### src/source/fix_seq_pkg.sv
package fix_seq_pkg;

   // one decimal digit, 0 to 9 in a nibble
   typedef logic [3:0] bcd_digit_t;

   // largest legal digit value
   localparam bcd_digit_t BCD_MAX_DIGIT = 4'd9;

   // digits held by the session counter
   localparam int SEQ_DIGITS = 8;

   // low digits kept per queued entry
   localparam int ENTRY_DIGITS = 6;

   // full sequence number
   // digit 0 sits in the lowest nibble
   typedef logic [SEQ_DIGITS*$bits(bcd_digit_t)-1:0] seq_num_t;

   // queued entry, low ENTRY_DIGITS digits only
   typedef logic [ENTRY_DIGITS*$bits(bcd_digit_t)-1:0] seq_entry_t;

   // message type field carried in tuser
   typedef logic [3:0] msg_type_t;

   // position of the type field inside tuser
   localparam int MSG_TYPE_LSB = 32;

   // type code of a FIX message
   // other codes are passed through without counting
   localparam msg_type_t MSG_TYPE_FIX = 4'd2;

endpackage
### src/source/fix_seq_number_counter.sv
module fix_seq_number_counter
   import fix_seq_pkg::*;
#(
   // tuser must hold the type field at MSG_TYPE_LSB
   parameter int TUSER_WIDTH = 128,
   // queue holds 2**DEPTH_BITS entries
   parameter int DEPTH_BITS  = 6
) (
   input  logic                   clk,
   input  logic                   reset,
   // receive stream
   input  logic                   tvalid,
   input  logic                   tlast,
   input  logic [TUSER_WIDTH-1:0] tuser,
   // resend control
   input  logic                   resend_load,
   input  seq_num_t               resend_begin,
   output logic                   resend_ack,
   // sequence number queue towards the host
   output logic                   seq_valid,
   output seq_entry_t             seq_num,
   input  logic                   seq_rd
);

   // tracker to queue
   logic       push;
   seq_entry_t push_entry;

   // counting and resend handling
   msg_seq_tracker #(
      .TUSER_WIDTH (TUSER_WIDTH)
   ) u_tracker (
      .clk          (clk),
      .reset        (reset),
      .tvalid       (tvalid),
      .tlast        (tlast),
      .tuser        (tuser),
      .resend_load  (resend_load),
      .resend_begin (resend_begin),
      .resend_ack   (resend_ack),
      .push         (push),
      .push_entry   (push_entry)
   );

   // one entry per message end
   // head shows without a read delay
   seq_num_fifo #(
      .DEPTH_BITS (DEPTH_BITS)
   ) u_fifo (
      .clk        (clk),
      .reset      (reset),
      .push       (push),
      .push_entry (push_entry),
      .pop        (seq_rd),
      .head       (seq_num),
      .not_empty  (seq_valid)
   );

endmodule

### src/source/seq_num_fifo.sv
module seq_num_fifo
   import fix_seq_pkg::*;
#(
   parameter int DEPTH_BITS = 6
) (
   input  logic       clk,
   input  logic       reset,
   // write side, no full feedback
   input  logic       push,
   input  seq_entry_t push_entry,
   // read side
   input  logic       pop,
   output seq_entry_t head,
   output logic       not_empty
);

   // entry count, one bit wider than the pointers
   localparam logic [DEPTH_BITS:0] DEPTH = (DEPTH_BITS+1)'(2 ** DEPTH_BITS);

   seq_entry_t mem [DEPTH];

   logic [DEPTH_BITS-1:0] wr_ptr;
   logic [DEPTH_BITS-1:0] rd_ptr;
   logic [DEPTH_BITS:0]   count;

   logic full;
   logic wr_en;
   logic rd_en;

   assign full      = (count == DEPTH);
   assign not_empty = (count != '0);

   // push while full is dropped
   assign wr_en = push & ~full;
   assign rd_en = pop & not_empty;

   // fall-through, oldest entry always visible
   assign head = mem[rd_ptr];

   // storage
   always_ff @(posedge clk) begin
      if (wr_en) begin
         mem[wr_ptr] <= push_entry;
      end
   end

   // pointers wrap on their own, depth is a power of two
   always_ff @(posedge clk) begin
      if (reset) begin
         wr_ptr <= '0;
         rd_ptr <= '0;
      end else begin
         if (wr_en) begin
            wr_ptr <= wr_ptr + 1'b1;
         end
         if (rd_en) begin
            rd_ptr <= rd_ptr + 1'b1;
         end
      end
   end

   // occupancy
   // simultaneous push and pop leaves it unchanged
   always_ff @(posedge clk) begin
      if (reset) begin
         count <= '0;
      end else begin
         case ({wr_en, rd_en})
            2'b10:   count <= count + 1'b1;
            2'b01:   count <= count - 1'b1;
            default: count <= count;
         endcase
      end
   end

   // host only pops a visible entry
   a_no_pop_empty : assert property (
      @(posedge clk) disable iff (reset)
      pop |-> not_empty
   ) else $error("pop while the queue is empty");

   // occupancy bound
   a_count_bound : assert property (
      @(posedge clk) disable iff (reset)
      count <= DEPTH
   ) else $error("queue count above depth");

endmodule

### src/source/msg_seq_tracker.sv
module msg_seq_tracker
   import fix_seq_pkg::*;
#(
   parameter int TUSER_WIDTH = 128
) (
   input  logic                   clk,
   input  logic                   reset,
   // receive stream without back-pressure
   input  logic                   tvalid,
   input  logic                   tlast,
   input  logic [TUSER_WIDTH-1:0] tuser,
   // resend request from the host
   input  logic                   resend_load,
   input  seq_num_t               resend_begin,
   output logic                   resend_ack,
   // towards the queue
   output logic                   push,
   output seq_entry_t             push_entry
);

   localparam int DW = $bits(bcd_digit_t);

   // type field must fit inside tuser
   if (TUSER_WIDTH < MSG_TYPE_LSB + $bits(msg_type_t)) begin : g_width_check
      $error("tuser too narrow to carry the message type field");
   end

   msg_type_t  msg_type;
   logic       msg_end;
   logic       fix_end;

   // counter digits with digit 0 least significant
   bcd_digit_t digit_q    [SEQ_DIGITS];
   bcd_digit_t digit_inc  [SEQ_DIGITS];
   bcd_digit_t digit_next [SEQ_DIGITS];

   // carry into each digit during an increment
   logic [SEQ_DIGITS-1:0] carry;

   // type field of the current beat
   assign msg_type = tuser[MSG_TYPE_LSB +: $bits(msg_type_t)];

   // a message end needs a valid beat with tlast
   assign msg_end = tvalid & tlast;
   assign fix_end = msg_end & (msg_type == MSG_TYPE_FIX);

   // ripple decimal carry
   // digit 0 always sees a carry in
   always_comb begin
      carry[0] = 1'b1;
      for (int i = 1; i < SEQ_DIGITS; i++) begin
         carry[i] = carry[i-1] & (digit_q[i-1] == BCD_MAX_DIGIT);
      end
   end

   // plus one on every digit that sees a carry
   // a nine rolls over to zero and all nines wrap the whole counter
   always_comb begin
      for (int i = 0; i < SEQ_DIGITS; i++) begin
         if (!carry[i]) begin
            digit_inc[i] = digit_q[i];
         end else if (digit_q[i] == BCD_MAX_DIGIT) begin
            digit_inc[i] = '0;
         end else begin
            digit_inc[i] = digit_q[i] + 4'd1;
         end
      end
   end

   // next counter value
   // resend load wins over a FIX increment in the same cycle
   always_comb begin
      for (int i = 0; i < SEQ_DIGITS; i++) begin
         if (resend_load) begin
            digit_next[i] = resend_begin[i*DW +: DW];
         end else if (fix_end) begin
            digit_next[i] = digit_inc[i];
         end else begin
            digit_next[i] = digit_q[i];
         end
      end
   end

   // counter and strobes
   always_ff @(posedge clk) begin
      if (reset) begin
         for (int i = 0; i < SEQ_DIGITS; i++) begin
            digit_q[i] <= '0;
         end
         push       <= 1'b0;
         resend_ack <= 1'b0;
      end else begin
         for (int i = 0; i < SEQ_DIGITS; i++) begin
            digit_q[i] <= digit_next[i];
         end
         // every message end gets queued whether FIX or not
         push       <= msg_end;
         resend_ack <= resend_load;
      end
   end

   // entry follows the counter as updated on this edge
   always_ff @(posedge clk) begin
      for (int i = 0; i < ENTRY_DIGITS; i++) begin
         push_entry[i*DW +: DW] <= digit_next[i];
      end
   end

   // digits stay decimal and so the host must load BCD begin values
   for (genvar g = 0; g < SEQ_DIGITS; g++) begin : g_digit_chk
      a_digit_bcd : assert property (
         @(posedge clk) disable iff (reset)
         digit_q[g] <= BCD_MAX_DIGIT
      ) else $error("digit %0d left the decimal range", g);
   end

endmodule

### config.mk
export PLATFORM = sky130hd
export DESIGN_NAME = fix_seq_number_counter
export DESIGN_NICKNAME = d
export VERILOG_FILES = /design/src/source/fix_seq_pkg.sv /design/src/source/fix_seq_number_counter.sv /design/src/source/seq_num_fifo.sv /design/src/source/msg_seq_tracker.sv
export SDC_FILE = /design/constraint.sdc
export NUM_CORES = 1
export LEC_CHECK = 0
export BUFFER_PORTS_ARGS = -buffer_cell sky130_fd_sc_hd__buf_4
export CAP_MARGIN = 30
export CORE_UTILIZATION = 30
export DETAILED_ROUTE_END_ITERATION = 8
export PLACE_DENSITY = 0.45
export SYNTH_ARGS = -nofsm -noshare
export SYNTH_HDL_FRONTEND = slang
export SYNTH_SLANG_ARGS = --single-unit
### constraint.sdc
create_clock -name clk -period 4.12 [get_ports clk]
set_input_delay 0 -clock clk [delete_from_list [all_inputs] [get_ports clk]]
set_output_delay 0 -clock clk [all_outputs]
set_load 0.05 [all_outputs]
# --- Word-level counts from Yosys, hierarchy flattened ---
# Memories as Yosys holds them, arrays and structs flattened. A register that Yosys moved wholly into a read port is not among the register bits.
# Index checks and enable logic that the tools add are counted.
totals:
  reg_bits: 45
  ram_bits: 1568
  inputBits: 166
  output_inout_bits: 26
  elab_cells: 100
  mem_count: 2
mem_list:
  columns: ["memory", "depth", "width", "read_ports", "rd_clocked_by_memory_dff", "wr", "line_no", "text"]
  rows:
  - ["u_fifo.mem", 64, 24, 1, 1, 1, "seq_num_fifo.sv:20", "seq_entry_t mem [DEPTH];"]
  - ["u_tracker.digit_q", 8, 4, 8, 0, 8, "msg_seq_tracker.sv:33", "bcd_digit_t digit_q [SEQ_DIGITS];"]
op_classes:
  addsub: 12
  n_eq_ne: 12
  mux: 47
  bitwise_logic: 19
  reduce_logical: 2
ops:
  columns: ["operator", "count"]
  rows:
  - ["$mux W4", 39]
  - ["$add A4 B1 Y4 const B", 8]
  - ["$eq A4 B4 Y1 const B", 8]
  - ["$pmux W7 S2", 1]
  - ["$add A6 B1 Y6 const B", 2]
  - ["$mux W6", 2]
  - ["$and A1 B1 Y1", 10]
  - ["$or A1 B1 Y1", 8]
  - ["$add A7 B1 Y7 const B", 1]
  - ["$eq A7 B7 Y1 const B", 1]
  - ["$reduce_bool A7 Y1", 1]
  - ["$sub A7 B1 Y7 const B", 1]
  - ["$mux W1", 5]
  - ["$eq A4 B2 Y1 const B", 1]
  - ["$eq A2 B1 Y1 const B", 1]
  - ["$eq A2 B2 Y1 const B", 1]
  - ["$reduce_bool A2 Y1", 1]
  - ["$not A1 Y1", 1]

# --- Depth between registers and ports, before layout ---
# Gate-level depths: netlist of run 1.
# An unclocked memory read counts as a cell.
logic_depth:
  word_depth: 12
  ltp_mapped: 14
  mapped_depth_nobuf: 11

# --- Hierarchy ---
# A second synthesis of run 1 with hierarchy kept.
unflattened:
  hier_cells: 2919
  hier_area_um2: 62085.8
modules_own_cells:
  columns: ["module", "n_inst", "cells_each", "area_per_inst_um2", "seq_area_each_um2"]
  rows:
  - ["seq_num_fifo", 1, 2681, 59920.0, 46624.7]
  - ["msg_seq_tracker", 1, 238, 2165.8, 1001.0]

# --- Worst setup path after synthesis of run 1 ---
# Ideal clock, no wire load.
synth_timing:
  path_type: "register to register"
  start: "register u_fifo.count[1]"
  end: "register u_fifo.count[4]"
  setup_time_ps: 121
  arrival_time_ps: 3234
  required_time_ps: 3999
  setup_slack_ps: 765
  path_stages_with_launch: 14
  n_path_buf: 3
  synth_period_minus_slack_ps: 3355
  path_cell_list: "dfxtp_1 buf_2 or4_4 o41a_1 buf_2 ha_1 buf_2 xor2_1 ha_1 a21oi_1 o21ai_0 a211oi_1 mux2i_1 mux2_2"
synth_via:
  elab_chain_cells: 5
  word_cells_on_any_way: 11
  classes_between: "add/sub: 2; eq/ne: 3; mux: 1; bitwise: 3; reduce/logical: 2"
synth_lines:
  columns: ["element", "line_no", "text"]
  rows:
  - ["from (decl)", "seq_num_fifo.sv:24", "logic [DEPTH_BITS:0] count;"]
  - ["from (signal assigned)", "seq_num_fifo.sv:69", "2'b10: count <= count + 1'b1;"]
  - ["from (signal assigned)", "seq_num_fifo.sv:70", "2'b01: count <= count - 1'b1;"]
  - ["from (signal assigned)", "seq_num_fifo.sv:71", "default: count <= count;"]
  - ["parallel branches: the longest is 5 deep, another holds $sub A7 B1 Y7", null, null]
# Several ways; the timed one is not identified.
# A chain may end at the register's enable or synchronous reset.

==> run_results.csv, run 1 <==
group,metric,value,unit
critical_path,cp-end-kind,"output port",
layout,nFillCells,19300,
detailed_routing,drtPass1Iterations,5,
global_routing,grt_overflow,0,
global_routing,track_usage,16.4,%
timing,setup_viol,0,
placed_design,port_buffers,59,
pwr,power_density,522,nW/um2
run_status,status,"complete, no violations",
clock_tree,cts_buffers,171,
detailed_routing,drt_wl_total,173000,um
layout,multiInputGateArea,14600,um2
timing,slew_headroom,30.0,%
floorplanning,core.rowCount,167,
synthesis,synth-seq-cells,1611,
timing,period_share,97.0,%
global_routing,grt_pass1_vias,32200,
global_routing,antenna_found_initial,8,
timing,finalSetupTns,0,ns
clock_tree,h-tree-depth,4,
synthesis,netlist_area,62900,um2
synthesis,synth_top_area_share,73.4,%
clock_tree,path_clk_slew,0.06,ns
floorplanning,io_pins,192,
clock_tree,cts.sinks,1611,
synthesis,synth_warnings,0,
layout,area_growth,18.5,%
critical_path,required,4.12,ns
detailed_routing,wl_met3,7300,um
timing,setup_ws,0.123,ns
detailed_routing,wl_per_cell,27.1,um
hold_path,min_path_cells,4,
clock_tree,clock_path_buffers,3,
placed_design,dp.cells,5980,
detailed_routing,drc,0,
timing,final_max_slew_viol_count,0,
timing,hold_viol,0,
detailed_routing,drtAntennaViolNets,0,
global_routing,grt_max_degree,65,
detailed_routing,num_vias,31100,
synthesis,synth_nets,3287,
detailed_routing,highest_layer,"met4",
floorplanning,start_util,30.3,%
global_routing,grt_pass1_wl,245000,um
timing,post-route-min-period,4.00,ns
hold_path,hold_end,"u_tracker.digit_q[0][12]$_SDFF_PP0_",
synthesis,ys.flop_type,"edfxtp_1",
timing,skew,0.0236,ns
synthesis,syn_inst,3116,
pwr,vdd_ir_drop_max,0.434,mV
layout,finalNonFillerCells,6373,
timing,rsz0062_at_grt,"no",
critical_path,crit_path_start_kind,"register",
detailed_routing,drtIter0Drc,2570,
layout,drive_gt1_share,31.6,%
placed_design,dp_hpwl,100000,um
synthesis,ys_seq_area_share,75.8,%
synthesis,synth_area_leaders,"edfxtp_1, mux4_2, mux2_2",
clock_tree,clock_latency,0.81,ns
floorplanning,fp.dieW,460,um
detailed_routing,dr_wl_met2,82800,um
layout,fin_nets,3618,
synthesis,synth_cell_types,72,
flow_run,max_cap_violations,0,
clock_tree,cts_tree,"done",
floorplanning,die_h,460,um
pwr,power_leakage,0.0228,uW
synthesis,synth.avg_cell_area,20.2,um2
placed_design,gp_congestion,0.755,
critical_path,r2r-end,"u_fifo.count[6]$_SDFFE_PP0P_",
timing,worstMarginPinSlew,1.05,ns
critical_path,cp_max_fo,28,
hold_path,min_from,"resend_begin[12]",
synthesis,synthArstFlopShare,0,%
hold_path,min_path_type,"primary input to register",
floorplanning,dieArea,211000,um2
critical_path,r2r-start,"u_fifo.count[1]$_SDFFE_PP0P_",
critical_path,worstSetupPathType,"register to output port",
floorplanning,core,208000,um2
placed_design,pre_cts_ws,0.491,ns
clock_tree,cts_root_buf,"clkbuf_16",
timing,max_freq,250,MHz
layout,regArea,47700,um2
detailed_routing,wl_met1,80300,um
detailed_routing,via_per_inst,4.89,
synthesis,yosys.area.top_type,"edfxtp_1",
critical_path,crit_arrival,4.00,ns
synthesis,synth_edf_count,1536,
critical_path,r2r_slack,0.65,ns
critical_path,worstRegToRegCells,10,
==> worst max-delay path: stages (launching register included) <==
cell and delay (ns):
dfxtp_4 0.65, buf_12 0.30, buf_4 0.25, mux4_2 0.31
mux2i_1 0.58, mux2i_1 0.32, o22ai_1 0.20, buf_4 0.19
nor3_1 0.09, buf_4 0.23
==> where the power goes <==
group	internal, uW	switching (uW)	leakage [uW]
Clock	8470	6420	0.00263
Sequential	18200	333	0.0145
Combinational	2350	3090	0.00563
==> worst max path at each step <==
stage | to | cells after the start | slack, ns | startpoint
finish | seq_num[11] | 9 | 0.12 | register
global route | seq_num[11] | 8 | 0.002 | register
CTS | seq_num[18] | 8 | 0.01 | register
detailed placement | seq_num[5] | 11 | 0.49 | register
global placement | u_fifo.count[6]$_SDFFE_PP0P_ | 10 | 0.48 | u_fifo.count[1]$_SDFFE_PP0P_
floorplan | u_fifo.count[4]$_SDFFE_PP0P_ | 13 | 0.77 | u_fifo.count[1]$_SDFFE_PP0P_
==> flip-flops by register name, summed over array words and instances (netlist names), named ones only <==
signal	count
u_tracker.resend_ack	1
u_fifo.count	7
u_tracker.push_entry	24
u_fifo.mem	1536
u_fifo.rd_ptr	6
u_tracker.push	1
u_tracker.digit_q	24
u_fifo.wr_ptr	6
==> layout make-up <==
type                            count  share of cell area (%)
Antenna cell                        4                  0.0134
Clock buffer                      208                    6.10
Clock inverter                     99                    1.11
Inverter                           14                  0.0705
Multi-Input combinational cell   1308                    19.6
Sequential cell                  1611                    64.0
Tap cell                         2788                    4.68
Timing Repair Buffer              341                    4.40
==> synth_stat cells (12+ instances only) <==
cell / count
dfxtp_1: 75
a21oi_1: 37
o22ai_1: 82
nor2b_1: 69
nor3_1: 88
mux2i_1: 93
clkbuf_1: 66
buf_4: 22
xnor2_1: 12
nor2_1: 123
mux2_2: 195
inv_1: 12
edfxtp_1: 1536
a211oi_1: 72
o21ai_0: 50
xor2_1: 14
nand2_1: 30
nand3_1: 20
buf_1: 15
buf_2: 72
mux4_2: 304
==> cell families (layout without fill, tap and decap cells) <==
family          count (synthesis)  in the layout  synth area share [%]
flops                        1611           1611                  75.8
mux                           592            592                  15.9
simple gates                  399            399                  3.35
compound gates                286            286                  3.01
buf+inv                       197            662                  1.55
xor+xnor                       26             26                 0.362
fa+ha+maj                       5              5                0.0995
other cells                     0              4                     0
==> per-stage QoR <==
stage | power [uW] | util (%) | area [um2] | hold slack, ns
6_report | 38900 | 35.9 | 74500 | 0.0965
5_1_grt | 40300 | 35.9 | 74500 | 0.0808
4_1_cts | 39400 | 35.8 | 74500 | 0.00854
3_5_place_dp | 24300 | 32.8 | 68200 | 0.223
3_3_place_gp | 24300 | 32.7 | 68000 | 0.216
2_1_floorplan | 22300 | - | 62900 | 0.101
==> timing repair <==
action / 4_1_cts / 5_1_grt
gates cloned: 0 / 0
setup buffers: 9 / 0
endpoints found under the hold margin: 75 / 0
setup endpoints to repair: 22 / 3
hold buffers: 72 / 0
gates resized for setup: 9 / 3
==> layout by cell type (no fill, tap or decap), types with 14 or more instances in the layout <==
cell type / Yosys / final
buf_4: 22 / 229
clkbuf_1: 66 / 28
mux2i_1: 93 / 92
dfxtp_2: 0 / 24
dlygate4sd3_1: 0 / 72
a21oi_1: 37 / 37
clkbuf_16: 0 / 174
nor2_1: 123 / 60
nor3_1: 88 / 87
mux4_2: 304 / 304
mux2_2: 195 / 195
o21ai_0: 50 / 50
buf_12: 0 / 33
clkinv_1: 1 / 43
nor2_4: 0 / 26
nand3_1: 20 / 20
edfxtp_1: 1536 / 1536
o22ai_1: 82 / 73
nor2b_1: 69 / 69
xor2_1: 14 / 14
clkinv_2: 0 / 27
nand2_1: 30 / 30
nor2_2: 0 / 37
a211oi_1: 72 / 71
dfxtp_1: 75 / 46
==> layer usage <==
metal | track usage, % | vias up
li1 | - | 13500
met1 | 23.3 | 16800
met2 | 26.4 | 632
met3 | 2.49 | 165
met4 | 3.63 | 0
met5 | 0 | -
Note: power is estimated with default switching activity, not from simulation.
==> inputs of run 2 (changes only) <==
- clock period: 4.12 -> 3.8 ns (I/O delays scaled with it)
==> run_results.csv, run 2 (same netlist as run 1, synthesis figures left out) <==
group,metric,value,unit
run_status,status,"complete, no violations",
critical_path,max_stage_delay,0.45,ns
floorplanning,dieArea,211000,um2
placed_design,placed_area,68400,um2
layout,drive_gt1_share,32.1,%
timing,slew_headroom,35.5,%
placed_design,dp.cells,5996,
floorplanning,core,208000,um2
detailed_routing,drc,0,
timing,final_max_slew_viol_count,0,
global_routing,grt_max_degree,74,
floorplanning,io_pins,192,
detailed_routing,drt_wl_total,172000,um
floorplanning,fp.dieW,460,um
timing,setup_viol,0,
detailed_routing,wl_per_cell,27.0,um
layout,regMostFlops,"u_fifo.mem",
pwr,p_total,41900,uW
layout,layout_commonest_cell,"edfxtp_1",
placed_design,dp_hpwl,98400,um
layout,finalNonFillerCells,6380,
detailed_routing,via_per_inst,4.89,
hold_path,min_path_type,"primary input to register",
clock_tree,cts.sinks,1611,
critical_path,path_cells,"buf_12, nand2b_1, buf_4, o22ai_1, nor3_1, o22ai_1, buf_4, nor3_1, buf_4",
critical_path,cp-end-kind,"output port",
placed_design,gp_congestion,0.745,
detailed_routing,drtIter0Drc,2306,
critical_path,cp_max_fo,32,
clock_tree,clock_path_buffers,3,
layout,fin_area,74500,um2
critical_path,crit_path_start_kind,"register",
floorplanning,core.rowCount,167,
layout,final_cell_mix,"edfxtp_1, mux4_2, buf_4, mux2_2, clkbuf_16",
critical_path,worstSetupPathType,"register to output port",
pwr,power_density,563,nW/um2
pwr,vdd_ir_drop_max,0.471,mV
clock_tree,cts_tree,"done",
global_routing,antenna_found_initial,2,
pwr,power_leakage,0.0228,uW
global_routing,grt_overflow,0,
timing,period_share,96.5,%
layout,largestRegisters,"u_fifo.mem (1536), u_tracker.digit_q (24), u_tracker.push_entry (24)",
clock_tree,clock_latency,0.82,ns
clock_tree,cts_root_buf,"clkbuf_16",
floorplanning,die_h,460,um
timing,max_freq,273,MHz
clock_tree,path_clk_slew,0.06,ns
layout,fin_nets,3625,
layout,largest_reg_flops,1536,
timing,post-route-min-period,3.67,ns
critical_path,cp_slowest_cell,"dfxtp_4",
timing,finalSetupTns,0,ns
critical_path,path_common_cell,"buf_4",
global_routing,grt_pass1_wl,243000,um
detailed_routing,num_vias,31200,
global_routing,grt_pass1_vias,32300,
detailed_routing,drtAntennaViolNets,0,
timing,rsz0062_at_grt,"no",
floorplanning,start_util,30.3,%
timing,skew,0.0309,ns
clock_tree,h-tree-depth,4,
critical_path,required,3.80,ns
critical_path,crit_arrival,3.67,ns
timing,worstMarginPinSlew,0.968,ns
clock_tree,cts_buffers,169,
placed_design,port_buffers,59,
global_routing,track_usage,16.3,%
timing,hold_viol,0,
layout,area_growth,18.6,%
flow_run,max_cap_violations,0,
detailed_routing,drtPass1Iterations,5,
[run 2: cell types whose count changed in the layout (fill, tap and decap cells not counted), moves of 4 or more]
cell,change
dlygate4sd3_1,-7
clkbuf_8,-4
nor3_1,-8
a211oi_2,+5
nor3_2,+8
clkbuf_1,+15
mux2i_1,-4
a211oi_1,-5
clkinv_2,-4
buf_4,+13
mux2i_2,+4
[run 2: what timing repair did]
| action | 4_1_cts | 5_1_grt |
|---|---|---|
| setup buffers | 10 | 0 |
| pin swaps | 0 | 0 |
| hold endpoints to repair | 75 | 0 |
| hold buffers | 65 | 0 |
| gates resized for setup | 30 | 5 |
| endpoints found under the setup margin | 24 | 5 |
[run 2: layer usage]
metal  routed length, um  GRT usage [%]  vias to the layer above
met5                   0              0                        -
li1                    -              -                    13500
met4                3600           4.43                        0
met3                7440           2.52                      199
met1               78800           22.7                    16800
met2               82300           26.5                      684
[run 2: worst paths after layout]
path | startpoint | depth (start not counted) | slack (ns) | endpoint
min reg2reg | u_fifo.count[6]$_SDFFE_PP0P_ | 2 | 0.54 | u_fifo.count[6]$_SDFFE_PP0P_
max | register | 9 | 0.13 | seq_num[18]
max reg2reg | u_fifo.count[1]$_SDFFE_PP0P_ | 11 | 0.38 | u_fifo.count[6]$_SDFFE_PP0P_
min | tuser[32] | 6 | 0.05 | u_tracker.digit_q[0][18]$_SDFF_PP0_
[run 2: power breakdown]
part / internal [uW] / total [uW] / switching, uW
clock network: 9140 / 16000 / 6850
registers: 19700 / 20100 / 375
logic: 2570 / 5840 / 3280
total: 31400 / 41900 / 10500
[run 2: critical path: cells and delay by family, from the launching register on]
| kind | cells | cell delay (ns) |
|---|---|---|
| AO/OA/AOI/OAI | 2 | 0.32 |
| flip-flops | 1 | 0.45 |
| buffers and inverters | 4 | 1.13 |
| AND/OR/NAND/NOR | 3 | 0.90 |
[run 2: through the flow]
stage               worst slack, ns  hold slack [ns]  utilization [%]
CTS                         0.00253         0.000555             35.9
floorplan                     0.445            0.101                -
detailed placement            0.377            0.223             32.9
finish                        0.132           0.0517             35.9
global route                0.00402           0.0571             35.9
global placement              0.285            0.223             32.8
[run 2: area by class of cell]
class	instances	area [um2]
tap	2788	3490
antenna	1	2.50
clock inverter	91	773
inverter	14	52.6
fill	19400	133000
clock buffer	217	4490
multi-input combinational	1308	14700
timing repair buffer	350	3350
sequential	1611	47700
==> inputs of run 3 (changes only) <==
- CORE_UTILIZATION: 30 -> 33
- PLACE_DENSITY: 0.45 -> 0.49
==> run_results.csv, run 3 (same netlist as run 1, synthesis figures left out) <==
group,metric,value,unit
run_status,status,"complete, no violations",
placed_design,port_buffers,59,
floorplanning,fp.dieW,438,um
timing,max_freq,273,MHz
timing,worstMarginPinSlew,1.00,ns
global_routing,grt_pass1_vias,32300,
timing,slew_headroom,33.1,%
clock_tree,cts_buffers,172,
critical_path,cp-end-kind,"output port",
layout,fin_nets,3674,
placed_design,placed_area,68400,um2
clock_tree,path_clk_slew,0.06,ns
detailed_routing,drt_wl_total,169000,um
critical_path,worstSetupPathType,"register to output port",
timing,finalSetupTns,0,ns
critical_path,crit_path_start_kind,"register",
layout,area_growth,18.9,%
layout,multiInputGateArea,14600,um2
global_routing,grt_max_degree,65,
global_routing,antenna_found_initial,18,
timing,setup_viol,0,
critical_path,cp_max_fo,39,
detailed_routing,wl_per_cell,27.4,um
detailed_routing,num_vias,31400,
critical_path,r2r-start,"u_fifo.count[1]$_SDFFE_PP0P_",
layout,nFillCells,16800,
timing,period_share,96.4,%
detailed_routing,drtIter0Drc,2759,
timing,skew,0.0582,ns
layout,layout_commonest_cell,"edfxtp_1",
detailed_routing,drtAntennaViolNets,0,
flow_run,max_cap_violations,0,
layout,largestRegisters,"u_fifo.mem (1536), u_tracker.digit_q (24), u_tracker.push_entry (24)",
placed_design,gp_congestion,0.768,
clock_tree,clock_path_buffers,3,
clock_tree,h-tree-depth,4,
pwr,p_sw,10800,uW
clock_tree,cts_root_buf,"clkbuf_16",
critical_path,crit_arrival,3.67,ns
floorplanning,io_pins,192,
layout,regArea,47700,um2
hold_path,min_from,"resend_begin[3]",
clock_tree,cts.sinks,1611,
pwr,combPwrFrac,14.6,%
floorplanning,core,188000,um2
placed_design,dp_hpwl,103000,um
floorplanning,core.rowCount,159,
pwr,internal_power,31600,uW
detailed_routing,via_per_inst,5.11,
timing,hold_viol,0,
layout,largest_reg_flops,1536,
layout,regMostFlops,"u_fifo.mem",
floorplanning,start_util,33.4,%
timing,post-route-min-period,3.67,ns
detailed_routing,drtPass1Iterations,5,
hold_path,min_path_type,"primary input to register",
pwr,power_density,567,nW/um2
layout,drive_gt1_share,32.6,%
floorplanning,die_h,438,um
timing,final_max_slew_viol_count,0,
layout,fin_area,74700,um2
pwr,power_leakage,0.0231,uW
global_routing,grt_overflow,0,
critical_path,required,3.80,ns
floorplanning,dieArea,192000,um2
timing,rsz0062_at_grt,"no",
global_routing,grt_pass1_wl,240000,um
layout,final_cell_mix,"edfxtp_1, mux4_2, buf_4, mux2_2, clkbuf_16",
pwr,swShare,25.5,%
detailed_routing,drc,0,
clock_tree,clock_latency,0.83,ns
pwr,pwr-share-clk,38.0,%
clock_tree,cts_tree,"done",
pwr,p_seq_share,47.3,%
pwr,vdd_ir_drop_max,0.481,mV
global_routing,track_usage,17.5,%
-- run 3: changes by cell type in the layout (fill, tap and decap cells not counted), sizes merged, moves of 3 or more --
cell | previous run | this run
clkinv | 69 | 72
clkbuf | 217 | 227
buf | 285 | 329
diode | 1 | 5
bufinv | 12 | 9
-- run 3: power by group through the flow --
stage | registers (uW) | clock network [uW] | logic, uW
after floorplan | 20400 | 0 | 3810
after global placement | 20500 | 0 | 5990
after detailed placement | 20500 | 0 | 6060
after CTS | 20100 | 16500 | 6270
after global routing | 20100 | 17100 | 6620
final | 20100 | 16100 | 6190
-- run 3: layer usage --
layer / wire, um / global-route usage [%] / vias up / share of wire, %
met2: 79200 / 27.5 / 815 / 47
met1: 75800 / 24.7 / 16800 / 45
met5: 76 / 0 / - / 0.045
met4: 4180 / 5.30 / 6 / 2.5
met3: 9370 / 3.21 / 211 / 5.6
li1: - / - / 13600 / -
-- run 3: final timing paths --
check	endpoint	slack [ns]	cells after the start
setup / recovery	seq_num[10]	0.13	8
hold / removal	u_tracker.push_entry[3]$_DFF_P_	0.09	4
hold reg to reg	register	0.53	2
setup reg to reg	u_fifo.count[4]$_SDFFE_PP0P_	0.48	11
-- run 3: cell type report --
type | count | share of cell area, %
Inverter | 14 | 0.0703
Tap cell | 2495 | 4.18
Antenna cell | 5 | 0.0167
Multi-Input combinational cell | 1308 | 19.5
Sequential cell | 1611 | 63.8
Clock inverter | 87 | 1.12
Timing Repair Buffer | 396 | 5.17
Clock buffer | 227 | 6.13
-- run 3: critical path: stages (launching register included) --
cell and delay (ns):
dfxtp_4 0.37, buf_12 0.16, buf_12 0.31, mux4_2 0.55, mux2_2 0.32, a211oi_1 0.63, nor3_1 0.15, buf_4 0.17
buf_4 0.18
-- run 3: what timing repair did --
item	in CTS	in global routing
gates resized for setup	7	12
setup endpoints to repair	24	11
buffers inserted	10	0
hold buffers	67	0
hold endpoints to repair	75	0
gates cloned	0	0
-- run 3: per-stage QoR --
step	cells	power, uW	util, %	setup WS, ns	hold WS, ns
finish	6143	42400	39.7	0.135	0.0886
global route	6139	43800	39.7	0.00973	0.0560
CTS	6137	42900	39.6	0.00332	0.00513
detailed placement	5746	26600	36.3	0.451	0.227
global placement	5725	26500	36.0	0.402	0.231
floorplan	3116	24200	-	0.445	0.101
